$ cat src/hdl/cpu_defs.svh
`ifndef CPU_DEFS_SVH
`define CPU_DEFS_SVH

////////////////////
// widths

`define WORD_SIZE     16
`define REG_ADDR_SIZE 2
`define NUM_REGS      4
`define IMM_SIZE      8

////////////////////
// instruction fields

`define OPCODE 15:12
`define RS     11:10
`define RT     9:8
`define RD     7:6
`define FUNC   5:0

`endif

$ cat src/hdl/cpu_pkg.sv
`include "cpu_defs.svh"

package cpu_pkg;

    typedef enum logic [3:0] {
        OPC_ADI    = 4'd4,
        OPC_ORI    = 4'd5,
        OPC_LHI    = 4'd6,
        OPC_R_TYPE = 4'd15
    } opcode_e;

    // r-type func field
    typedef enum logic [5:0] {
        FN_ADD = 6'd0,
        FN_SUB = 6'd1,
        FN_AND = 6'd2,
        FN_ORR = 6'd3,
        FN_NOT = 6'd4,
        FN_TCP = 6'd5,
        FN_SHL = 6'd6,
        FN_SHR = 6'd7,
        FN_WWD = 6'd28,
        FN_HLT = 6'd29
    } func_e;

    typedef enum logic [3:0] {
        ALU_ADD,
        ALU_SUB,
        ALU_AND,
        ALU_OR,
        ALU_NOT,
        ALU_TCP,    // two's complement
        ALU_SHL,
        ALU_SHR,
        ALU_LHI
    } alu_op_e;

    typedef struct packed {
        logic                      valid;
        alu_op_e                   alu_op;
        logic                      alu_src;      // b from immediate
        logic                      imm_zero_ext;
        logic                      reg_write;
        logic [`REG_ADDR_SIZE-1:0] dest;
        logic [`REG_ADDR_SIZE-1:0] rs;
        logic [`REG_ADDR_SIZE-1:0] rt;
        logic                      wwd;
        logic                      halt;
        logic [`IMM_SIZE-1:0]      imm;
    } ctrl_t;

    typedef struct packed {
        logic                      valid;
        logic                      reg_write;
        logic [`REG_ADDR_SIZE-1:0] dest;
        logic                      wwd;
        logic                      halt;
        logic [`WORD_SIZE-1:0]     result;
    } ex_wb_t;

endpackage

$ cat src/hdl/decode_unit.sv
`timescale 1ns/1ps
`include "cpu_defs.svh"

module decode_unit
    import cpu_pkg::*;
(
    input  logic                  clk,
    input  logic                  reset_n,
    input  logic                  inst_valid,
    input  logic [`WORD_SIZE-1:0] inst,
    output ctrl_t                 id_ctrl
);

    logic halt_seen;
    logic known;

    ////////////////////
    // decode

    always_comb begin
        id_ctrl     = '0;
        known       = 1'b1;
        id_ctrl.rs  = inst[`RS];
        id_ctrl.rt  = inst[`RT];
        id_ctrl.imm = inst[`IMM_SIZE-1:0];

        case (inst[`OPCODE])
            OPC_R_TYPE: begin
                id_ctrl.reg_write = 1'b1;
                id_ctrl.dest      = inst[`RD];
                case (inst[`FUNC])
                    FN_ADD: id_ctrl.alu_op = ALU_ADD;
                    FN_SUB: id_ctrl.alu_op = ALU_SUB;
                    FN_AND: id_ctrl.alu_op = ALU_AND;
                    FN_ORR: id_ctrl.alu_op = ALU_OR;
                    FN_NOT: id_ctrl.alu_op = ALU_NOT;
                    FN_TCP: id_ctrl.alu_op = ALU_TCP;
                    FN_SHL: id_ctrl.alu_op = ALU_SHL;
                    FN_SHR: id_ctrl.alu_op = ALU_SHR;
                    FN_WWD: begin
                        id_ctrl.wwd       = 1'b1;
                        id_ctrl.reg_write = 1'b0;
                    end
                    FN_HLT: begin
                        id_ctrl.halt      = 1'b1;
                        id_ctrl.reg_write = 1'b0;
                    end
                    default: known = 1'b0;
                endcase
            end
            OPC_ADI: begin
                id_ctrl.alu_op    = ALU_ADD;
                id_ctrl.alu_src   = 1'b1;   // sign extended
                id_ctrl.reg_write = 1'b1;
                id_ctrl.dest      = inst[`RT];
            end
            OPC_ORI: begin
                id_ctrl.alu_op       = ALU_OR;
                id_ctrl.alu_src      = 1'b1;
                id_ctrl.imm_zero_ext = 1'b1;
                id_ctrl.reg_write    = 1'b1;
                id_ctrl.dest         = inst[`RT];
            end
            OPC_LHI: begin
                id_ctrl.alu_op    = ALU_LHI;
                id_ctrl.alu_src   = 1'b1;
                id_ctrl.reg_write = 1'b1;
                id_ctrl.dest      = inst[`RT];
            end
            default: known = 1'b0;
        endcase

        id_ctrl.valid = inst_valid && known && !halt_seen;
    end

    // everything after an accepted HLT is dropped
    always_ff @(posedge clk) begin
        if (reset_n) begin
            halt_seen <= 1'b0;
        end else if (id_ctrl.valid && id_ctrl.halt) begin
            halt_seen <= 1'b1;
        end
    end

    a_no_issue_after_halt: assert property (
        @(posedge clk) disable iff (reset_n)
        id_ctrl.valid && id_ctrl.halt |=> !id_ctrl.valid
    );

endmodule

$ cat src/hdl/register_file.sv
`timescale 1ns/1ps
`include "cpu_defs.svh"

module register_file
    import cpu_pkg::*;
(
    input  logic                      clk,
    input  logic                      reset_n,
    input  logic [`REG_ADDR_SIZE-1:0] read1,
    input  logic [`REG_ADDR_SIZE-1:0] read2,
    input  ex_wb_t                    wb,
    output logic [`WORD_SIZE-1:0]     read_out1,
    output logic [`WORD_SIZE-1:0]     read_out2
);

    logic [`WORD_SIZE-1:0] regs [`NUM_REGS];
    logic                  write_en;

    assign write_en = wb.valid && wb.reg_write;

    always_ff @(posedge clk) begin
        if (reset_n) begin
            for (int i = 0; i < `NUM_REGS; i++) begin
                regs[i] <= '0;
            end
        end else if (write_en) begin
            regs[wb.dest] <= wb.result;
        end
    end

    // write-through so a read in the write cycle sees new data
    always_comb begin
        read_out1 = regs[read1];
        read_out2 = regs[read2];
        if (write_en && wb.dest == read1) begin
            read_out1 = wb.result;
        end
        if (write_en && wb.dest == read2) begin
            read_out2 = wb.result;
        end
    end

    // wb comes out of reset one edge into reset
    a_no_write_in_reset: assert property (
        @(posedge clk)
        reset_n && $past(reset_n) |-> !write_en
    );

endmodule

$ cat src/hdl/execute_stage.sv
`timescale 1ns/1ps
`include "cpu_defs.svh"

module execute_stage
    import cpu_pkg::*;
(
    input  logic                  clk,
    input  logic                  reset_n,
    input  ctrl_t                 id_ctrl,
    input  logic [`WORD_SIZE-1:0] read_data_1,
    input  logic [`WORD_SIZE-1:0] read_data_2,
    output ex_wb_t                wb,
    output logic [`WORD_SIZE-1:0] output_port,
    output logic [`WORD_SIZE-1:0] num_inst,
    output logic                  is_halted
);

    ctrl_t                 id_ex;
    logic [`WORD_SIZE-1:0] op_a_q;
    logic [`WORD_SIZE-1:0] op_b_q;
    logic                  wb_writes;
    logic [`WORD_SIZE-1:0] op_a;
    logic [`WORD_SIZE-1:0] op_b_reg;
    logic [`WORD_SIZE-1:0] imm_ext;
    logic [`WORD_SIZE-1:0] op_b;
    logic [`WORD_SIZE-1:0] alu_out;

    ////////////////////
    // id/ex

    always_ff @(posedge clk) begin
        if (reset_n) begin
            id_ex <= '0;
        end else begin
            id_ex <= id_ctrl;
        end
    end

    always_ff @(posedge clk) begin
        op_a_q <= read_data_1;
        op_b_q <= read_data_2;
    end

    ////////////////////
    // forwarding + alu

    assign wb_writes = wb.valid && wb.reg_write;

    // distance one, older results come through the regfile
    assign op_a     = (wb_writes && wb.dest == id_ex.rs) ? wb.result : op_a_q;
    assign op_b_reg = (wb_writes && wb.dest == id_ex.rt) ? wb.result : op_b_q;

    always_comb begin
        if (id_ex.imm_zero_ext) begin
            imm_ext = {{(`WORD_SIZE-`IMM_SIZE){1'b0}}, id_ex.imm};
        end else begin
            imm_ext = {{(`WORD_SIZE-`IMM_SIZE){id_ex.imm[`IMM_SIZE-1]}}, id_ex.imm};
        end
    end

    assign op_b = id_ex.alu_src ? imm_ext : op_b_reg;

    always_comb begin
        case (id_ex.alu_op)
            ALU_ADD: alu_out = op_a + op_b;     // overflow dropped
            ALU_SUB: alu_out = op_a - op_b;
            ALU_AND: alu_out = op_a & op_b;
            ALU_OR:  alu_out = op_a | op_b;
            ALU_NOT: alu_out = ~op_a;
            ALU_TCP: alu_out = ~op_a + `WORD_SIZE'd1;
            ALU_SHL: alu_out = op_a << 1;
            ALU_SHR: alu_out = $signed(op_a) >>> 1;   // arithmetic
            ALU_LHI: alu_out = {id_ex.imm, {(`WORD_SIZE-`IMM_SIZE){1'b0}}};
            default: alu_out = '0;
        endcase
    end

    ////////////////////
    // ex/wb

    always_ff @(posedge clk) begin
        if (reset_n) begin
            wb <= '0;
        end else begin
            wb.valid     <= id_ex.valid;
            wb.reg_write <= id_ex.valid && id_ex.reg_write;
            wb.dest      <= id_ex.dest;
            wb.wwd       <= id_ex.wwd;
            wb.halt      <= id_ex.halt;
            wb.result    <= id_ex.wwd ? op_a : alu_out;
        end
    end

    // retire
    always_ff @(posedge clk) begin
        if (reset_n) begin
            output_port <= '0;
            num_inst    <= '0;
            is_halted   <= 1'b0;
        end else if (wb.valid) begin
            num_inst <= num_inst + `WORD_SIZE'd1;
            if (wb.wwd) begin
                output_port <= wb.result;
            end
            if (wb.halt) begin
                is_halted <= 1'b1;
            end
        end
    end

    // port frozen once halted
    a_port_only_on_wwd: assert property (
        @(posedge clk) disable iff (reset_n)
        $changed(output_port) |-> !$past(is_halted)
    );

endmodule

$ cat src/hdl/cpu.sv
`timescale 1ns/1ps
`include "cpu_defs.svh"

module cpu
    import cpu_pkg::*;
(
    input  logic                  clk,
    input  logic                  reset_n,
    input  logic                  inst_valid,
    input  logic [`WORD_SIZE-1:0] inst,
    output logic [`WORD_SIZE-1:0] output_port,
    output logic [`WORD_SIZE-1:0] num_inst,
    output logic                  is_halted
);

    ctrl_t                 id_ctrl;
    ex_wb_t                wb;
    logic [`WORD_SIZE-1:0] read_data_1;
    logic [`WORD_SIZE-1:0] read_data_2;

    decode_unit u_decode (
        .clk        (clk),
        .reset_n    (reset_n),
        .inst_valid (inst_valid),
        .inst       (inst),
        .id_ctrl    (id_ctrl)
    );

    // read side by side with decode
    register_file u_regs (
        .clk       (clk),
        .reset_n   (reset_n),
        .read1     (id_ctrl.rs),
        .read2     (id_ctrl.rt),
        .wb        (wb),
        .read_out1 (read_data_1),
        .read_out2 (read_data_2)
    );

    execute_stage u_execute (
        .clk         (clk),
        .reset_n     (reset_n),
        .id_ctrl     (id_ctrl),
        .read_data_1 (read_data_1),
        .read_data_2 (read_data_2),
        .wb          (wb),
        .output_port (output_port),
        .num_inst    (num_inst),
        .is_halted   (is_halted)
    );

endmodule

$ cat config.mk
export PLATFORM = sky130hd
export DESIGN_NAME = cpu
export DESIGN_NICKNAME = d
export VERILOG_FILES = /design/src/hdl/cpu_pkg.sv /design/src/hdl/decode_unit.sv /design/src/hdl/register_file.sv /design/src/hdl/execute_stage.sv /design/src/hdl/cpu.sv
export VERILOG_INCLUDE_DIRS = /design/src /design/src/hdl
export SDC_FILE = /design/constraint.sdc
export NUM_CORES = 1
export LEC_CHECK = 0
export ABC_AREA = 1
export ABC_CLOCK_PERIOD_IN_PS = 3400
export BUFFER_PORTS_ARGS = -buffer_cell sky130_fd_sc_hd__buf_2
export CAP_MARGIN = 20
export CORE_MARGIN = 2
export CORE_UTILIZATION = 50
export CTS_CLUSTER_SIZE = 12
export DETAILED_ROUTE_END_ITERATION = 12
export PLACE_DENSITY = 0.69
export SLEW_MARGIN = 10
export SYNTH_ARGS = -nofsm -noshare
export SYNTH_HDL_FRONTEND = slang
export SYNTH_HIERARCHICAL = 1
export SYNTH_SLANG_ARGS = --single-unit
export TNS_END_PERCENT = 1
$ cat constraint.sdc
create_clock -name clk -period 3.4 [get_ports clk]
set_input_delay 0.51 -clock clk [delete_from_list [all_inputs] [get_ports clk]]
set_output_delay 0.51 -clock clk [all_outputs]
set_load 0.1 [all_outputs]
# Word level (Yosys, flattened, before mapping)
# Memory sizes are Yosys's and may differ from the RTL's.
# Index checks and enable logic that the tools add are counted.
# W data, S select, Z words.
# classes
add_sub_neg,4
eq_ne,25
n_mux,27
n_bitwise,4
reduce_logical,19
# ops
cell,n
$pmux W16 S9,1
$mux W16,8
$add A16 B1 Y16 const B,2
$eq A4 B3 Y1 const B,7
$eq A6 B3 Y1 const B,4
$pmux W3 S7,1
$add A16 B16 Y16,1
$and A16 B16 Y16,1
$not A16 Y16,1
$or A16 B16 Y16,1
$reduce_or A16 Y1,1
$sub A16 B16 Y16,1
$mux W1,13
$eq A6 B2 Y1 const B,2
$eq A6 B5 Y1 const B,2
$pmux W4 S3,1
$reduce_or A10 Y1,1
$logic_and A1 B1 Y1,9
$eq A2 B2 Y1,4
$eq A4 B2 Y1 const B,2
$eq A4 B4 Y1 const B,2
$eq A6 B1 Y1 const B,1
$logic_not A6 Y1,1
$pmux W3 S2,1
other kinds (9),11
# word_totals
regBits,112
ram_bits,64
in_bits,19
out_inout_bits,33
n_memories,1
# memory_table
name,words,word_bits,rd,rd_clocked_by_memory_dff,write_ports,line,text
u_regs.regs,4,16,2,0,4,register_file.sv:16,logic [`WORD_SIZE-1:0] regs [`NUM_REGS];

# Depth between registers and ports, before layout
# logic_depth
word_depth,7
ltp_mapped,29

# Cells and area by module
# Netlist, hierarchy kept.
# by_module_without_submodules
mod,n_inst,cells_each,area_per_inst_um2,seq_area_each_um2
execute_stage,1,937,6256.0,2222.1
register_file,1,593,4225.3,1921.8
decode_unit,1,57,312.8,20.0

# Least setup slack after synthesis
# OpenSTA, ideal clock, no wires.
# synth_timing
path_type,reg2reg
startpoint,reg u_execute/id_ex[21] (netlist bit)
endpoint,"reg, netlist name u_execute/wb[10]"
setup_ns,0.126
t_arrival_ns,3.395
slack_ns,-0.121
stages_incl_launch_ff,22
n_path_buf,1
synth_period_minus_slack_ns,3.521
path_cell_list,dfxtp_1 -> nor2_1 -> inv_1 -> nor2_1 -> clkinv_1 -> nor2_1 -> inv_1 -> clkbuf_1 -> nand2_1 -> xor2_1 -> ha_1 -> a21oi_1 -> nand2_1 -> nand2_1 -> a21oi_1 -> a31oi_1 -> o21ai_0 -> or2_2 -> a21oi_1 -> nand2_1 -> nand2_1 -> o21ai_1
# synth_via
elab_chain_len,3
# synth_rtl
element,line,text
start: declaration,execute_stage.sv:18,ctrl_t id_ex;
start signal: assignment,execute_stage.sv:35,id_ex <= id_ctrl;
$eq A4 B4 Y1 (tied with other cells),execute_stage.sv:64,case (id_ex.alu_op)
$pmux W16 S9 *,execute_stage.sv:64,
$mux W16 *,execute_stage.sv:90,wb.result <= id_ex.wwd ? op_a : alu_out;
# Every way passes the cells marked *; elsewhere a longest branch is shown, timed or not.
# A chain may end at the register's enable or synchronous reset.

# Worst setup path after layout
# layout_timing
startpoint,"reg, netlist name u_execute/wb[18]"
endpoint,"reg, netlist name u_execute/wb[11]"
# layout_via
elab_chain_len,7
# layout_rtl
element,line,text
"$eq A2 B2 Y1, on equally long branches","execute_stage.sv:51, execute_stage.sv:50",
"$logic_and A1 B1 Y1, on equally long branches","execute_stage.sv:51, execute_stage.sv:50",
"$mux W16, on equally long branches","execute_stage.sv:51, execute_stage.sv:50",
$mux W16 / $not A16 Y16 (equally long branches),"execute_stage.sv:61, execute_stage.sv:69, execute_stage.sv:70",
$sub A16 B16 Y16 (tied with other cells),execute_stage.sv:66,ALU_SUB: alu_out = op_a - op_b;
$pmux W16 S9,execute_stage.sv:64,
$mux W16 *,execute_stage.sv:90,
# Marked as above.

==> out/metrics.cfg <==
[run_status]
status=finished, final reports clean

[placed_design]
dpl-instance-area_mm2=0.0116
dp_worst_setup_slack_ns=-0.0588
dpl.hpwl_mm=23.5
place_congestion=0.973
port_buffers=51

[timing]
slew_headroom=0.389
finalMaxSlewViolations=0
clock.fmax_mhz=305
finClkSkew_ns=0.00980
fin_crit_sh=0.965
worst_slack_ns=0.118
rsz0062_at_grt=true
hold_viol_final=0
setup_viol=0
tightest_slew_ns=0.910
layout_min_cycle_time_ns=3.28

[clocking]
insertion_delay_ns=0.42
hold_buffers=0
numCtsBuffers=17
path_clk_slew_ns=0.07
cts_tree=yes
cts_root_buf=clkbuf_16
cts.sinks=176
cts_buffer_depth=2
htreeDepth=4

[logic_synthesis]
synth_nets=1623
async_reset_ff_frac=0
netlist_top_cells_area=dfxtp_1, edfxtp_1, nand2_1, inv_1, nand3_1
ys_ff_latch=176
synth.most_common_cell=nand2_1
seq_area_frac_synth=0.386
syn_area_mm2=0.0108
synth_flop_cell=dfxtp_1
synth_cells=1587
synth_top_cell_by_area=dfxtp_1
syn_avg_cell_area_um2=6.80
synth_edf_count=64
netlist_top_cells_count=nand2_1, inv_1, nor2_1
synth_warnings=6
synthDistinctLibCells=53
synth_top_area_share=0.208

[routing]
routed_wl_mm=33.1
drt-initial-drc-count=977
first_pass_iters=6
vias=10800
drc=0
ant_nets=0
wl_per_cell_um=17.0
via_per_inst=5.53

[floorplan]
start_util=0.512
core_mm2=0.0211
fp.dieH_um=151
fp-row-count=53
die-area_mm2=0.0228
die_x_um=151
io_pins=52

[critical_path]
cp_data_required_time_ns=3.70
slowest_stage=dfxtp_2
path_buf_inv=2
ff2ff_setup_slack_ns=0.12
crit_type=register to register
arrival_ns=3.58
crit_path_end_kind=register
start_kind=register
crit_fanout=8
cp_top_family=simple AND/OR/NAND/NOR gates
cpPeakStageDelay_ns=0.35
crit_chain=inv_2, nand2_2, nand2_4, buf_6, nand4_1, nand3_1, nand2_1, nand3_2, or2_4, o31ai_2, xor2_1, ha_2, a21oi_2, o21ai_0, a21oi_1, nand2_1, or2_4, nand3_2, nand3_2, nand2_1, o21ai_1

[cells_and_area]
antenna_cells=0
design_area_mm2=0.0124
final_core_util=0.586
areaGrowthSynthToFinish_pct=14.4
drive_gt1_frac=0.150
nets=1699

[power_and_ir_drop]
p_leak_nw=5.98
design_power_total_w=0.00566
power_density_mw_per_mm2=458
irDropWorstVdd_mv=0.354

[global_routing]
antenna_found_initial=0
grt_start_max_net_pins=38
grt_pass1_wl_mm=51.7
grt_usage=0.296
grt_pass1_vias=10100
grt_remaining_overflow=0

[hold_path]
hp-class=input pin to register

[run]
cap_violations=0

[worst paths after layout]
check | from | endpoint | depth (start not counted)
max | u_execute/wb[18] | u_execute/wb[11] | 21
min | inst[2] | u_execute/id_ex[2] | 3
max reg2reg | u_execute/wb[18] | u_execute/wb[11] | 21
min reg2reg | u_execute/id_ex[14] | u_execute/wb[18] | 2
[timing repair]
item                                    4_1_cts  5_1_grt
gates resized for setup                       5       46
pin swaps                                     0       20
endpoints found under the setup margin        6       11
endpoints found under the hold margin         0        0
setup buffers                                 0        3
[layer usage]
layer  track usage  wire length (µm)  up-vias
met4         0.114               977        0
met1         0.384             13900     5028
met3        0.0479              2410       80
li1              -                 -     5221
met2         0.498             15800      456
met5             0                 0        -
[sequential cells by signal, summed over array words and instances, names as in the netlist]
register,cells
u_regs/regs,64
u_execute/id_ex,24
u_execute/wb,22
u_execute/num_inst,16
u_execute/op_a_q,16
u_execute/op_b_q,16
u_execute/output_port,16
u_decode/halt_seen,1
u_execute/is_halted,1
[power by group]
part	switching (W)	total, W	internal (W)	leakage (nW)
combinational	0.000830	0.00127	0.000442	4.10
clock	0.000824	0.00199	0.00117	0.294
sequential	0.0000991	0.00239	0.00229	1.58
total	0.00175	0.00566	0.00390	5.98
[metrics by stage]
step                      TNS (ns)  cells  hold slack, ns
after detailed placement   -0.0839   1916           0.399
after CTS                  -0.0479   1948           0.288
after global placement           0   1916           0.392
after global routing        -0.425   1951           0.308
after floorplan            -0.0183   1587           0.388
final                            0   1951           0.302
[placed cells by master (no fill, tap or decap), types with 5 or more instances in the layout]
master,instances
o21ai_2,10
nor2_4,6
nand3_2,5
nor2_1,181
dfxtp_1,108
ha_1,14
nand2_2,14
xor2_1,17
edfxtp_1,64
nand2_1,432
nand4_1,36
nand3_1,136
inv_2,13
a21oi_1,52
o21ai_1,18
o22ai_1,10
nor3_1,24
clkbuf_16,17
o21ai_0,62
o2111ai_1,9
nand2_4,6
buf_2,51
inv_1,232
buf_4,71
a21oi_2,5
[logic make-up after synthesis]
family / share of synthesized area
DFF: 0.386
adders and majority gates: 0.0204
buffers and inverters: 0.125
and+or+nand+nor: 0.346
AOI/OAI and AO/OA: 0.106
xor gates and xnor gates: 0.0170
[area by class of cell]
type / count / area [µm²]
fillers: 2059 / 8740
multi-input cells: 1090 / 5440
clock inverters: 8 / 105
inverters: 251 / 946
well taps: 275 / 344
flip-flops and latches: 176 / 4170
clock buffers: 24 / 493
repair buffers: 127 / 853
[worst min-delay path: cells and delay by family]
kind                   cells  cell delay [ns]
buffers and inverters      2             0.11
AND/OR/NAND/NOR            1             0.06
(Power assumes the default switching activity.)
